File: config.mk
export PLATFORM = sky130hd
export DESIGN_NAME = imm_gen
export DESIGN_NICKNAME = d
export VERILOG_FILES = /design/src/source/rv_decode_pkg.sv /design/src/source/imm_gen.sv
export VERILOG_INCLUDE_DIRS = /design/src /design/src/source
export SDC_FILE = /design/constraint.sdc
export NUM_CORES = 1
export LEC_CHECK = 0
export BUFFER_PORTS_ARGS = -buffer_cell sky130_fd_sc_hd__buf_2
export CELL_PAD_IN_SITES_DETAIL_PLACEMENT = 1
export CELL_PAD_IN_SITES_GLOBAL_PLACEMENT = 2
export CORE_UTILIZATION = 15
export DETAILED_ROUTE_END_ITERATION = 8
export GPL_TIMING_DRIVEN = 0
export MAX_ROUTING_LAYER = met4
export PLACE_DENSITY_LB_ADDON = 0.25
export SLEW_MARGIN = 10
export SYNTH_ARGS = -nofsm -noshare
export SYNTH_HDL_FRONTEND = slang
export SYNTH_SLANG_ARGS = --single-unit
File: constraint.sdc
create_clock -name vclk -period 1.75
set_input_delay 0.4375 -clock vclk [all_inputs]
set_output_delay 0.4375 -clock vclk [all_outputs]
set_load 0.005 [all_outputs]
File: src/source/rv_decode_cfg.svh
`ifndef RV_DECODE_CFG_SVH
`define RV_DECODE_CFG_SVH

////////////////////////////////////////////////////////////
// RV32I widths, fixed by the ISA
////////////////////////////////////////////////////////////

// Data path and register width
`define RV_XLEN 32

// Stored PC bits 31:2, word aligned
`define RV_PC_W 30

// Architectural registers, x0 included
`define RV_NREGS 32

`define RV_RADDR_W 5   // log2 of RV_NREGS

`endif
File: src/source/rv_decode_pkg.sv
`include "rv_decode_cfg.svh"

package rv_decode_pkg;

   ////////////////////////////////////////////////////////////
   // Encodings
   ////////////////////////////////////////////////////////////

   // Major opcodes, low two bits always 11
   typedef enum logic [6:0] {
      LOAD   = 7'b0000011,
      STORE  = 7'b0100011,
      BRANCH = 7'b1100011,
      JALR   = 7'b1100111,
      JAL    = 7'b1101111,
      OP_IMM = 7'b0010011,
      OP     = 7'b0110011,
      LUI    = 7'b0110111,
      AUIPC  = 7'b0010111,
      SYSTEM = 7'b1110011
   } opcode_e;

   typedef enum logic [2:0] {
      IMM_I = 3'd0,
      IMM_S = 3'd1,
      IMM_B = 3'd2,
      IMM_U = 3'd3,
      IMM_J = 3'd4
   } imm_fmt_e;

   typedef enum logic [1:0] {
      WB_ALU = 2'd0,
      WB_MEM = 2'd1,
      WB_PC4 = 2'd2   // Link address for JAL and JALR
   } wb_sel_e;

   typedef enum logic [1:0] {
      EX_ADD    = 2'd0,   // Address calc or pass
      EX_FUNCT  = 2'd1,   // ALU op from funct3 and funct7
      EX_BRANCH = 2'd2    // Compare rs1 against rs2
   } ex_op_e;

   typedef enum logic [3:0] {
      MEM_NONE = 4'd0,
      MEM_LB   = 4'd1,
      MEM_LH   = 4'd2,
      MEM_LW   = 4'd3,
      MEM_LBU  = 4'd4,
      MEM_LHU  = 4'd5,
      MEM_SB   = 4'd6,
      MEM_SH   = 4'd7,
      MEM_SW   = 4'd8
   } mem_op_e;

   ////////////////////////////////////////////////////////////
   // Bundles
   ////////////////////////////////////////////////////////////

   // ID/EX pipeline payload
   typedef struct packed {
      logic [`RV_PC_W-1:0]    pc;
      logic [`RV_XLEN-1:0]    rs1_val;
      logic [`RV_XLEN-1:0]    rs2_val;
      logic [`RV_XLEN-1:0]    imm;
      logic                   op1_sel;   // 1 selects PC
      logic                   op2_sel;   // 1 selects imm
      mem_op_e                mem_op;
      wb_sel_e                wb_sel;
      logic                   reg_wb_en;
      logic [`RV_RADDR_W-1:0] rd;
      logic [`RV_RADDR_W-1:0] rs1;
      logic [`RV_RADDR_W-1:0] rs2;
      logic [2:0]             funct3;
      logic [6:0]             funct7;
      ex_op_e                 ex_op;
      logic                   is_load;
      logic                   is_store;
      logic                   is_branch;
      logic                   is_jump;
      logic                   is_system;
   } id_ex_t;

   // Write port from write-back
   typedef struct packed {
      logic                   en;
      logic [`RV_RADDR_W-1:0] addr;
      logic [`RV_XLEN-1:0]    data;
   } rf_wr_t;

   typedef struct packed {
      logic     op1_sel;
      logic     op2_sel;
      mem_op_e  mem_op;
      wb_sel_e  wb_sel;
      logic     reg_wb_en;
      imm_fmt_e imm_fmt;
      ex_op_e   ex_op;
      logic     is_load;
      logic     is_store;
      logic     is_branch;
      logic     is_jump;
      logic     is_system;
   } ctrl_t;

endpackage

File: src/source/imm_gen.sv
`timescale 1ns/100ps
`include "rv_decode_cfg.svh"

module imm_gen (
   input  logic [31:7]               instr_i,
   input  rv_decode_pkg::imm_fmt_e   fmt_i,
   output logic [`RV_XLEN-1:0]       imm_o
);

   logic sign;

   assign sign = instr_i[31];   // Every format takes its sign from bit 31

   ////////////////////////////////////////////////////////////
   // Field assembly per format
   ////////////////////////////////////////////////////////////

   always_comb begin
      case (fmt_i)
         rv_decode_pkg::IMM_I: begin
            imm_o = {{21{sign}}, instr_i[30:20]};
         end
         rv_decode_pkg::IMM_S: begin
            imm_o = {{21{sign}}, instr_i[30:25], instr_i[11:7]};
         end
         rv_decode_pkg::IMM_B: begin
            // Halfword offset
            imm_o = {{20{sign}}, instr_i[7], instr_i[30:25], instr_i[11:8], 1'b0};
         end
         rv_decode_pkg::IMM_U: begin
            imm_o = {instr_i[31:12], 12'b0};   // Upper 20 bits
         end
         rv_decode_pkg::IMM_J: begin
            imm_o = {{12{sign}}, instr_i[19:12], instr_i[20], instr_i[30:21], 1'b0};
         end
         default: imm_o = '0;
      endcase
   end

endmodule

==> Yosys cells after proc, flatten, opt, wreduce, memory -nomap -nowiden <==
Cells that the tools add are included.
W data, S select, Z words.
{ "classes": {"n_eq_ne": 4, "muxes": 1, "reduce_logical": 1} }
{ "op_table": {"columns": ["operator", "count"], "rows": [
  ["$pmux W32 S5", 1],
  ["$eq A3 B2 Y1 const B", 2],
  ["$eq A3 B1 Y1 const B", 1],
  ["$eq A3 B3 Y1 const B", 1],
  ["$logic_not A3 Y1", 1]
]} }
{ "totals": {"ff_bits": 0, "inputBits": 28, "out_inout_bits": 32, "wordCells": 6} }

==> Longest topological paths before layout <==
{ "logic_depth": {"word_depth": 2, "mapped_depth": 5, "ltp_nobuf": 3} }

==> Least setup slack after synthesis <==
No wires, ideal clock.
{ "synth_path": {"kind": "input to output", "from": "in fmt_i[1]", "to": "out imm_o[20]", "arrival_ns": 1.231, "t_required_ns": 1.312, "slack_ns": 0.081, "stages": 5, "n_path_buf": 2, "path_cell_list": "buf_6 maj3_2 nand2b_4 buf_6 nand2_1"} }
{ "synth_between": {"elab_chain_cells": 2, "elab_cells_between_ends": 6} }
{ "synth_rtl": {"columns": ["element", "line", "rtl"], "rows": [
  ["start: declaration", "imm_gen.sv:6", "input rv_decode_pkg::imm_fmt_e fmt_i,"],
  ["$eq A3 B3 Y1, or another cell as far along", "imm_gen.sv:19", "case (fmt_i)"],
  ["$pmux W32 S5 (*)", "imm_gen.sv:19", null],
  ["end: declaration", "imm_gen.sv:7", "output logic [`RV_XLEN-1:0] imm_o"]
]} }
Every way passes the cells marked *; elsewhere a longest branch is shown, timed or not.

==> Worst setup path in the final report <==
{ "layout_path": {"from": "in fmt_i[0]", "to": "out imm_o[29]"} }
The elaborated chain is that of the path after synthesis.

==> results.cfg <==
[synth]
synth_top_area_cell = a21oi_1
netlist_top_cells_count = 22 x nand2_1, 17 x a21oi_1, 12 x o22ai_1, 7 x nor2b_1
muxShareOfSynthArea_pct = 10.2
synth-simple-area-share_pct = 39.4
syn_nets = 122
synthCells = 94
synth.cell_area_sq_um = 541
synth_fa_ha_area_share_pct = 2.08
yosys.area.top_type_share_pct = 15.7
ys_types = 20
synth_compound_area_share_pct = 32.2
seq_area_frac_synth_pct = 0
synth_top_family_by_area = simple AND/OR/NAND/NOR gates
synthTopCellsByArea = a21oi_1 16%, nand2_1 15%, o22ai_1 14%
synth.most_common_cell = nand2_1
yosysWarningCount = 0
synth_xor_area_share_pct = 0
avgSynthCellArea_sq_um = 5.75

[critical_path]
cp_slowest_stage_delay_ns = 0.32
required_ns = 1.31
critPathMaxFanout = 10
arrival_ns = 1.31
cp_top_family = buffers and inverters
path_cells = buf_8 -> maj3_2 -> nand2b_4 -> buf_6 -> nand2_1 -> buf_2
start_kind = primary input
endpoint_kind = primary output
crit_type = in2out
crit_slowest_cell = maj3_2
cp_num_buf_inv = 3

[detailed_routing]
dr.pass1.iters = 3
vias = 900
dr.first_iter.drc_count = 11
route.detailed.drc = 0
wl_per_cell_microns = 12.8
viasPerCell = 4.39
final_antenna_net_count = 0
drt_wl_total_mm = 2.62

[sta]
setup_violations = 0
fin_crit_sh_pct = 99.9
max_freq_mhz = 572
slew_viol_final = 0
hold_viol_final = 0
relSlewSlack_pct = 67.2
holdWs_ns = 1.13
min_period_ns = 1.75
fin_tns_setup_ns = 0
rsz0062_at_grt = yes
worst_slew_pin_slew_ns = 0.492
fin_ws_ns = 0.00191

[die]
pin_count = 60
core_area_sq_um = 3390
fp.dieArea_sq_um = 3850
die_y_microns = 62.0
start_util_pct = 15.9
die_w_microns = 62.0
rows = 21

[power_and_ir_drop]
powerDensity_nw_per_um2 = 264
cellLeakagePower_uw = 0.000596
peakVddDrop_mv = 0.0808

[place]
post-place-ws_ns = -0.199
dp_hpwl_mm = 1.94
gp_congestion = 0.665
dp.cells = 198
portBuffers = 58

[global_routing]
grtUsageTotal_pct = 13.0
antenna_found_initial = 0
grt_pass1_wl_mm = 3.72
grt_pass1_vias = 835
grt_overflow = 0
grt_max_degree = 11

[finish]
utilization_pct = 32.3
nClkBuffers = 0
num_antenna_cells = 0
regArea_sq_um = 0
areaGrowthSynthToFinish_pct = 103
seq_cells = 0
nets = 189
fin_cells = 205
drive_above_1_share_pct = 61.0

[status]
status = complete, no violations

[worst_hold_path]
whs_path_depth = 3
hold-path-endpoint = imm_o[0]
hold_class = in2out
hold_start = fmt_i[1]

[run]
cap_violations = 0
==> power breakdown <==
part	total (uW)	internal (uW)	switching, uW
sequential	0	0	0
combinational	290	158	132
clock	0	0	0
==> cell type report <==
| cell class | count | area [sq um] |
|---|---|---|
| inverter | 5 | 18.8 |
| tap | 46 | 57.6 |
| buffer | 10 | 108 |
| timing repair buffer | 66 | 385 |
| fill | 463 | 2290 |
| multi-input combinational | 78 | 527 |
==> metal layers <==
layer | up-vias | routed length (microns) | global-route usage [%]
li1 | 456 | - | -
met1 | 414 | 1080 | 15.9
met2 | 28 | 1380 | 23.7
met3 | 2 | 124 | 0.621
met4 | 0 | 27 | 1.90
met5 | - | 0 | -
==> layout by cell type (no fill, tap or decap), drive strengths merged <==
cell,count
maj3,1
mux2i,1
o32ai,1
o21ai,1
nand2b,6
mux2,4
inv,5
and2,2
buf,73
clkbuf,3
and3b,1
nor2b,7
nor3,1
o22ai,12
nand2,22
and2b,2
a21oi,17
==> stage by stage <==
stage,power (uW),instance area [sq um]
finish,290,1100
global route,321,1100
floorplan,124,541
global placement,230,888
detailed placement,237,888
CTS,267,990
==> worst max path at each step <==
stage	start	endpoint	slack [ns]	depth (start not counted)
2_1_floorplan	fmt_i[1]	imm_o[20]	0.08	5
3_3_place_gp	fmt_i[0]	imm_o[16]	-0.14	7
3_5_place_dp	fmt_i[0]	imm_o[12]	-0.20	7
4_1_cts	fmt_i[2]	imm_o[20]	-0.004	6
5_1_grt	fmt_i[1]	imm_o[30]	-0.05	6
6_report	fmt_i[0]	imm_o[29]	0.002	6
==> kinds of logic (layout without fill, tap and decap cells) <==
logic type / after synthesis / count (layout)
buf+inv: 16 / 81
compound gates: 31 / 31
mux: 5 / 5
simple gates: 41 / 41
fa+ha+maj: 1 / 1
==> tightest hold or removal path, delay by kind of cell <==
family / cells / cell delay, ns
buffers and inverters: 2 / 0.21
and+or+nand+nor: 1 / 0.05
==> repair_timing <==
| item | CTS | global route |
|---|---|---|
| setup endpoints to repair | 24 | 24 |
| hold buffers | 0 | 0 |
| hold endpoints to repair | 0 | 0 |
| resized for setup | 26 | 23 |
| pin swaps | 7 | 2 |
| buffers inserted | 2 | 3 |
| gates cloned | 2 | 1 |
No activity file was read; power rests on OpenSTA's default activity.
