`src/source/rv_decode_cfg.svh`:
```
`ifndef RV_DECODE_CFG_SVH
`define RV_DECODE_CFG_SVH

////////////////////////////////////////////////////////////
// RV32I widths, fixed by the ISA
////////////////////////////////////////////////////////////

// Data path and register width
`define RV_XLEN 32

// Stored PC bits 31:2, word aligned
`define RV_PC_W 30

// Architectural registers, x0 included
`define RV_NREGS 32

`define RV_RADDR_W 5   // log2 of RV_NREGS

`endif
```
`src/source/rv_decode_pkg.sv`:
```
`include "rv_decode_cfg.svh"

package rv_decode_pkg;

   ////////////////////////////////////////////////////////////
   // Encodings
   ////////////////////////////////////////////////////////////

   // Major opcodes, low two bits always 11
   typedef enum logic [6:0] {
      LOAD   = 7'b0000011,
      STORE  = 7'b0100011,
      BRANCH = 7'b1100011,
      JALR   = 7'b1100111,
      JAL    = 7'b1101111,
      OP_IMM = 7'b0010011,
      OP     = 7'b0110011,
      LUI    = 7'b0110111,
      AUIPC  = 7'b0010111,
      SYSTEM = 7'b1110011
   } opcode_e;

   typedef enum logic [2:0] {
      IMM_I = 3'd0,
      IMM_S = 3'd1,
      IMM_B = 3'd2,
      IMM_U = 3'd3,
      IMM_J = 3'd4
   } imm_fmt_e;

   typedef enum logic [1:0] {
      WB_ALU = 2'd0,
      WB_MEM = 2'd1,
      WB_PC4 = 2'd2   // Link address for JAL and JALR
   } wb_sel_e;

   typedef enum logic [1:0] {
      EX_ADD    = 2'd0,   // Address calc or pass
      EX_FUNCT  = 2'd1,   // ALU op from funct3 and funct7
      EX_BRANCH = 2'd2    // Compare rs1 against rs2
   } ex_op_e;

   typedef enum logic [3:0] {
      MEM_NONE = 4'd0,
      MEM_LB   = 4'd1,
      MEM_LH   = 4'd2,
      MEM_LW   = 4'd3,
      MEM_LBU  = 4'd4,
      MEM_LHU  = 4'd5,
      MEM_SB   = 4'd6,
      MEM_SH   = 4'd7,
      MEM_SW   = 4'd8
   } mem_op_e;

   ////////////////////////////////////////////////////////////
   // Bundles
   ////////////////////////////////////////////////////////////

   // ID/EX pipeline payload
   typedef struct packed {
      logic [`RV_PC_W-1:0]    pc;
      logic [`RV_XLEN-1:0]    rs1_val;
      logic [`RV_XLEN-1:0]    rs2_val;
      logic [`RV_XLEN-1:0]    imm;
      logic                   op1_sel;   // 1 selects PC
      logic                   op2_sel;   // 1 selects imm
      mem_op_e                mem_op;
      wb_sel_e                wb_sel;
      logic                   reg_wb_en;
      logic [`RV_RADDR_W-1:0] rd;
      logic [`RV_RADDR_W-1:0] rs1;
      logic [`RV_RADDR_W-1:0] rs2;
      logic [2:0]             funct3;
      logic [6:0]             funct7;
      ex_op_e                 ex_op;
      logic                   is_load;
      logic                   is_store;
      logic                   is_branch;
      logic                   is_jump;
      logic                   is_system;
   } id_ex_t;

   // Write port from write-back
   typedef struct packed {
      logic                   en;
      logic [`RV_RADDR_W-1:0] addr;
      logic [`RV_XLEN-1:0]    data;
   } rf_wr_t;

   typedef struct packed {
      logic     op1_sel;
      logic     op2_sel;
      mem_op_e  mem_op;
      wb_sel_e  wb_sel;
      logic     reg_wb_en;
      imm_fmt_e imm_fmt;
      ex_op_e   ex_op;
      logic     is_load;
      logic     is_store;
      logic     is_branch;
      logic     is_jump;
      logic     is_system;
   } ctrl_t;

endpackage

```
`src/source/regfile.sv`:
```
`timescale 1ns/100ps
`include "rv_decode_cfg.svh"

module regfile (
   input  logic                      clk_i,
   input  logic                      rst_n_i,
   input  rv_decode_pkg::rf_wr_t     wr_i,
   input  logic [`RV_RADDR_W-1:0]    rs1_i,
   input  logic [`RV_RADDR_W-1:0]    rs2_i,
   output logic [`RV_XLEN-1:0]       rs1_data_o,
   output logic [`RV_XLEN-1:0]       rs2_data_o
);

   logic [`RV_XLEN-1:0] regs_q [1:`RV_NREGS-1];   // No storage for x0

   // x0 is zero, a same-cycle write wins over the stored word
   function automatic logic [`RV_XLEN-1:0] read_port(input logic [`RV_RADDR_W-1:0] addr);
      if (addr == '0)
         return '0;
      if (wr_i.en && (wr_i.addr == addr))
         return wr_i.data;
      return regs_q[addr];
   endfunction

   always_ff @(posedge clk_i or negedge rst_n_i) begin
      if (!rst_n_i) begin
         for (int i = 1; i < `RV_NREGS; i++)
            regs_q[i] <= '0;
      end else if (wr_i.en && (wr_i.addr != '0)) begin
         regs_q[wr_i.addr] <= wr_i.data;
      end
   end

   always_comb begin
      rs1_data_o = read_port(rs1_i);
      rs2_data_o = read_port(rs2_i);
   end

   x0_reads_zero_a : assert property (
      @(posedge clk_i) disable iff (!rst_n_i)
         ((rs1_i == '0) |-> (rs1_data_o == '0)) and ((rs2_i == '0) |-> (rs2_data_o == '0))
   ) else $error("regfile: x0 read returned nonzero");

endmodule

```
`config.mk`:
```
export PLATFORM = sky130hd
export DESIGN_NAME = regfile
export DESIGN_NICKNAME = d
export VERILOG_FILES = /design/src/source/rv_decode_pkg.sv /design/src/source/regfile.sv
export VERILOG_INCLUDE_DIRS = /design/src /design/src/source
export SDC_FILE = /design/constraint.sdc
export NUM_CORES = 2
export LEC_CHECK = 0
export ABC_AREA = 1
export BUFFER_PORTS_ARGS = -buffer_cell sky130_fd_sc_hd__buf_2
export CAP_MARGIN = 20
export CELL_PAD_IN_SITES_DETAIL_PLACEMENT = 1
export CELL_PAD_IN_SITES_GLOBAL_PLACEMENT = 2
export CORE_MARGIN = 1
export CORE_UTILIZATION = 37
export CTS_CLUSTER_SIZE = 16
export DETAILED_ROUTE_END_ITERATION = 10
export GPL_ROUTABILITY_DRIVEN = 0
export PLACE_DENSITY_LB_ADDON = 0.3
export SLEW_MARGIN = 40
export SYNTH_ARGS = -nofsm -noshare
export SYNTH_HDL_FRONTEND = slang
export SYNTH_SLANG_ARGS = --single-unit
```
`constraint.sdc`:
```
create_clock -name clk_i -period 1.9 [get_ports clk_i]
set_input_delay 0.19 -clock clk_i [delete_from_list [all_inputs] [get_ports clk_i]]
set_output_delay 0.19 -clock clk_i [all_outputs]
set_load 0.02 [all_outputs]
```
# ---- Yosys cells after proc, flatten, opt, wreduce, memory -nomap -nowiden
# Index checks and enable logic that the tools add are counted.
dict set report word_totals {
  register_bits 992
  output_inout_bits 64
  word_cells 70
}
dict set report classes {
  magnitude_cmp 4
  n_eq_ne 2
  muxes 23
  bitwise 3
  reduce_logical 7
}
# cell n
set ops {}
lappend ops {{$bwmux W992} 1}
lappend ops {{$mux W32} 13}
lappend ops {{$bmux W32 S5} 2}
lappend ops {{$demux W32 S5} 1}
lappend ops {{$ge A6 B6 Y1 const B} 3}
lappend ops {{$not A5 Y6} 3}
lappend ops {{$eq A5 B5 Y1} 2}
lappend ops {{$logic_not A5 Y1} 2}
lappend ops {{$lt A6 B1 Y1 const B} 1}
lappend ops {{$mux W1} 6}
lappend ops {{$reduce_bool A5 Y1} 1}
lappend ops {{$logic_and A1 B1 Y1} 4}

# ---- Longest topological paths before layout
dict set report depth {
  depth_word 6
  mapped_depth 13
  depth_no_buf 11
}

# ---- Worst setup path before layout
# No wires, ideal clock.
dict set report synth_path {
  path_type {input-to-output}
  start {input port rs1_i[0]}
  end {output port rs1_data_o[30]}
  arrival_ns 1.599
  required_ns 1.710
  slack_ns 0.111
  stages 12
  path_buffers 3
  cell_sequence {buf_2 inv_2 clkbuf_1 clkbuf_1 nand2_1 nand3_1 nand3_1 nand3_1 nand3_1 nand3_1 nand2_1 inv_1}
}
dict set report synth_via {
  elab_chain_cells 6
  word_cells_on_any_way 13
  classes_between {eq/ne (1); mux (9); bitwise (1); reduce/logical (2)}
}
# element line_no
set synth_rtl {}
lappend synth_rtl {{start: declaration} regfile.sv:8} ;# input logic [`RV_RADDR_W-1:0] rs1_i,
lappend synth_rtl {{$not A5 Y6 (not written as such) / $eq A5 B5 Y1 (equally long branches)} {regfile.sv:22, regfile.sv:20}}
lappend synth_rtl {{$bmux W32 S5 / $logic_and A1 B1 Y1 (equally long branches)} {regfile.sv:22, regfile.sv:20}}
lappend synth_rtl {{$mux W32 (not written as such) / $mux W1 (equally long branches) (2 in a row)} {regfile.sv:22, regfile.sv:20}}
lappend synth_rtl {{$mux W32} regfile.sv:22} ;# return regs_q[addr];
lappend synth_rtl {{$mux W32 *} regfile.sv:20} ;# if (wr_i.en && (wr_i.addr == addr))
lappend synth_rtl {{end: declaration} regfile.sv:10} ;# output logic [`RV_XLEN-1:0] rs1_data_o,
# Mark *: on every way between the ends. The rest lies on a longest branch, timed or not. The select of a mux whose other input is x is not followed.

# ---- Worst setup path in the final report
dict set report layout_path {
  start {register regs_q[865] (netlist name)}
  end {output port rs2_data_o[1]}
}
dict set report layout_via {
  elab_chain_cells 5
}
# element line_no
set layout_rtl {}
lappend layout_rtl {{start: declaration} regfile.sv:14} ;# logic [`RV_XLEN-1:0] regs_q [1:`RV_NREGS-1];
lappend layout_rtl {{start signal: indexed assignment} regfile.sv:30} ;# regs_q[wr_i.addr] <= wr_i.data;
lappend layout_rtl {{$bmux W32 S5} regfile.sv:22}
lappend layout_rtl {{$mux W32 (not written as such) (2 in a row)} regfile.sv:22}
lappend layout_rtl {{$mux W32} regfile.sv:22}
lappend layout_rtl {{$mux W32} regfile.sv:20}
lappend layout_rtl {{end: declaration} regfile.sv:11} ;# output logic [`RV_XLEN-1:0] rs2_data_o
# No other way between the ends. The select of a mux whose other input is x is not followed.

==> impl_results.md <==
- Total via count in the routed design: approximately 60,000
- Largest register FFs: a little under 1,000
- Share of cells above drive strength 1: between 20% and 30%
- Clock slew at reported path FFs: about 60 ps
- Number of buffers added by the clock tree synthesis step: about 120
- Post-Route M1 WL: roughly 120 mm
- WL final: around 290 mm
- Power density of the placed cells: between 900 and 1000 nW/µm²
- Clock tree from TritonCTS: yes
- Number of nets still failing antenna checks after routing: 0
- Die Wd: 391 µm
- FF/Latch Area: 24,800 µm²
- CTS Root Buffer Type: sky130_fd_sc_hd__clkbuf_16
- Initial drt markers: around 6,000
- Share of the synthesized area in the top cell type: about 44%
- CP bufs+invs: 2
- Number of cells in the design after placement: roughly 10,000
- Boundary pin count: ~110
- Detailed-routing iteration count for the pre-antenna-repair pass: 6
- Grt ovf: 0
- Final Max Slew Viols: 0
- # H-tree levels: 3
- Number of warnings reported in the yosys synthesis log: 0
- Most numerous cell on the critical path: sky130_fd_sc_hd__nand2_1
- Post-Syn Nets: a little over 8,000
- Count of input and output buffers: approximately 110
- Detail Route met3 WL: 24.0 mm
- Number of standard-cell rows in the floorplan: 142
- Vias in the first global route: around 63,000
- Clock Skews: 0 ps
- Clock share of power: a little over a third
- Synth area leaders: sky130_fd_sc_hd__dfrtp_1 44%, sky130_fd_sc_hd__nand2_1 17%, sky130_fd_sc_hd__o21ai_0 8.9%
- Clk buf depth: 3
- Tot GR Track Use: around 37%
- Worst ir drop on vdd: between 0.0007 and 0.0008 V
- Antenna violations before repair: 7
- Area growth, synth to finish: 29.4%
- Ordered cell list for the critical path: o211ai_1 > nand2_1 > nor2_2 > nor2_1 > nand2_1 > nand3_4 > nand2_2 > inv_2 > buf_6
- Worst Path Arrival: roughly 2200 ps
- Worst path setup slack after routing: -518 ps
- Top reg by flops: regs_q
- Worst setup EP type: output pin
- Die area: around 150,000 µm²
- Net switching share of the total power: roughly a third
- Met2 Routed Length: ~130 mm
- Cell at the slowest stage of the critical path: sky130_fd_sc_hd__dfrtp_1
- Sink Count: between 900 and 1,000
- Max-cap check violation count: 0
- Required time of the worst setup path: 1710 ps
- Worst hold margin: between 150 and 200 ps
- Actual transition at the worst max-transition pin: about 650 ps
- Residual DRC: 0
- Worst slew margin relative to its limit: 56.5%
- Leakage: about 34 nW
- Estimated wirelength of the detail-placed design: around 180 mm
- Top layer used by detailed routing: met5
- Worst skew pair latency: 790 ps
- Setup TNS Final: -26,270 ps
- Std-Cell Core Area: 150,000 µm²
- Internal power consumption: between 0.04 and 0.05 W
- Post-route non-filler standard cell count: 10,600
- Starting utilization of the core area: 37.3%
- Area occupied by multi-input gates: about 29,000 µm²
- Registers with the most flip-flops: regs_q: 992 flops
- Fin nets: 8,530
- Final cell area excluding filler cells: just over 70,000 µm²
- Net Sw Power: approximately 0.024 W
- Tcrit/Tclk final: 127%
- Result of the run: finished, violations left
- Total placed instance area: approximately 65,000 µm²
- Startpoint types: flip-flop
- Timing-limited maximum frequency: 0.414 GHz
- Syn avg cell area: 6.87 µm²
- Vias per std cell: ~5.8
- Library cells used by synthesis: 22
- Clock period minus worst slack: about 2400 ps
- Worst min path class: input port to flip-flop
- Maximum net fanout on the critical path: 3
- Number of hold violations in the final report: 0
- Category of the critical setup timing path: flip-flop to output pin
- First-pass GRT wire length: about 420 mm
- Largest net degree at the start of global routing: 75
- Setup repair after global routing missed its margin: true
- Routed length per placed instance: roughly 27 µm
- Failing checks: negative setup slack
- Design Power: roughly 0.070 W
- Total standard cell area after synthesis: approximately 56,000 µm²
- Sequential area share after synthesis: between 40% and 50%
- Height of the chip: slightly below 400 µm
- Cell type group with the largest total delay on the critical path: simple AND/OR/NAND/NOR gates
- Sequential Power Share: between 40% and 50%
- Total of endpoints with negative setup slack in the final report: 64
- Number of fill cells in the layout: around 18,000
- Library cell with the largest summed area after synthesis: sky130_fd_sc_hd__dfrtp_1
- Combinational group share of total power: between 20 and 25%
- Syn Inst Count: 8,135
- Number of synthesized register bits: about 990
- Largest incremental delay on the critical path: between 400 and 500 ps
stage by stage:
stage               util [%]  worst slack [ps]
CTS                     47.3              -564
global placement        43.2              -683
detailed placement      43.2              -721
global route            48.3              -601
floorplan                  -               111
finish                  48.3              -518
synth_stat cells:
cell                       count
sky130_fd_sc_hd__nor2_1      717
sky130_fd_sc_hd__a21oi_1     380
sky130_fd_sc_hd__nor4_4        1
sky130_fd_sc_hd__nor3_2        3
sky130_fd_sc_hd__nor2_2        4
sky130_fd_sc_hd__o211ai_1    330
sky130_fd_sc_hd__nand3_1     849
sky130_fd_sc_hd__inv_1       559
sky130_fd_sc_hd__clkbuf_1    586
sky130_fd_sc_hd__inv_2         9
sky130_fd_sc_hd__nor4_1        1
sky130_fd_sc_hd__or2_2        30
sky130_fd_sc_hd__and3_1        1
sky130_fd_sc_hd__nand2_1    2542
sky130_fd_sc_hd__buf_1        62
sky130_fd_sc_hd__o21ai_0     992
sky130_fd_sc_hd__clkinv_1      4
sky130_fd_sc_hd__buf_2        25
sky130_fd_sc_hd__nor3_1        8
sky130_fd_sc_hd__o22ai_1       5
sky130_fd_sc_hd__dfrtp_1     992
sky130_fd_sc_hd__o21ai_1      35
repair_timing:
item | CTS | global route
endpoints found under the setup margin | 64 | 65
setup buffers | 61 | 63
pin swaps | 337 | 447
resized for setup | 549 | 368
cloned | 0 | 1
endpoints found under the hold margin | 1113 | 0
hold buffers | 34 | 0
per-layer routing:
metal | vias to the layer above | GRT usage, %
met2 | 2681 | 57.9
met1 | 31100 | 49.8
li1 | 27100 | -
met5 | - | 0
met4 | 2 | 16.2
met3 | 713 | 6.91
layout by cell type, fill, tap and decap left out, types with 92 or more instances in the layout:
| master | netlist | routed |
|---|---|---|
| sky130_fd_sc_hd__nand2_1 | 2542 | 2365 |
| sky130_fd_sc_hd__dfrtp_1 | 992 | 992 |
| sky130_fd_sc_hd__o21ai_0 | 992 | 926 |
| sky130_fd_sc_hd__nand3_1 | 849 | 695 |
| sky130_fd_sc_hd__nor2_1 | 717 | 605 |
| sky130_fd_sc_hd__buf_4 | 0 | 498 |
| sky130_fd_sc_hd__inv_1 | 559 | 391 |
| sky130_fd_sc_hd__a21oi_1 | 380 | 364 |
| sky130_fd_sc_hd__o211ai_1 | 330 | 330 |
| sky130_fd_sc_hd__buf_12 | 0 | 231 |
| sky130_fd_sc_hd__inv_2 | 9 | 164 |
| sky130_fd_sc_hd__nand3_2 | 0 | 130 |
| sky130_fd_sc_hd__clkbuf_16 | 0 | 124 |
| sky130_fd_sc_hd__nand2_2 | 0 | 119 |
| sky130_fd_sc_hd__o21ai_1 | 35 | 92 |
power groups by stage:
stage          Combinational (W)  Sequential, W  Clock (W)
2_1_floorplan            0.00905         0.0277          0
3_3_place_gp              0.0144         0.0283          0
3_5_place_dp              0.0150         0.0285          0
4_1_cts                   0.0162         0.0282     0.0248
5_1_grt                   0.0189         0.0289     0.0255
6_report                  0.0171         0.0284     0.0244
logic make-up after synthesis:
group                  after synthesis  share of synthesized area, %
AND/OR/NAND/NOR                   4156                          30.1
flip-flops                         992                          44.4
AO/OA/AOI/OAI                     1742                          17.1
buffers and inverters             1245                          8.42
final cells by class:
cell class | instances | share of cell area, %
multi-input cells | 5898 | 39.6
inverters | 572 | 3.06
clock buffers | 178 | 4.96
diodes | 2 | 0.00692
clock inverters | 47 | 0.746
flip-flops and latches | 992 | 34.3
repair buffers | 895 | 13.8
well taps | 2016 | 3.49
tightest hold or removal path, stage by stage:
cell and delay [ps]:
sky130_fd_sc_hd__buf_2 230, sky130_fd_sc_hd__inv_1 100, sky130_fd_sc_hd__buf_4 290, sky130_fd_sc_hd__o21ai_1 110
path summary, 6_finish.rpt:
path	slack, ps	startpoint	endpoint	depth (start not counted)
worst min-delay path	190	wr_i[12]	regs_q[748]$_DFFE_PN0P_	4
worst max-delay path	-520	regs_q[865]$_DFFE_PN0P_	rs2_data_o[1]	9
max in group asynchronous	990	rst_n_i	regs_q[284]$_DFFE_PN0P_	4
min in group asynchronous	230	rst_n_i	regs_q[181]$_DFFE_PN0P_	3
worst min register to register	480	regs_q[913]$_DFFE_PN0P_	regs_q[913]$_DFFE_PN0P_	2
worst max register to register	80	regs_q[529]$_DFFE_PN0P_	regs_q[529]$_DFFE_PN0P_	13
Note: power is estimated with default switching activity, not from simulation.
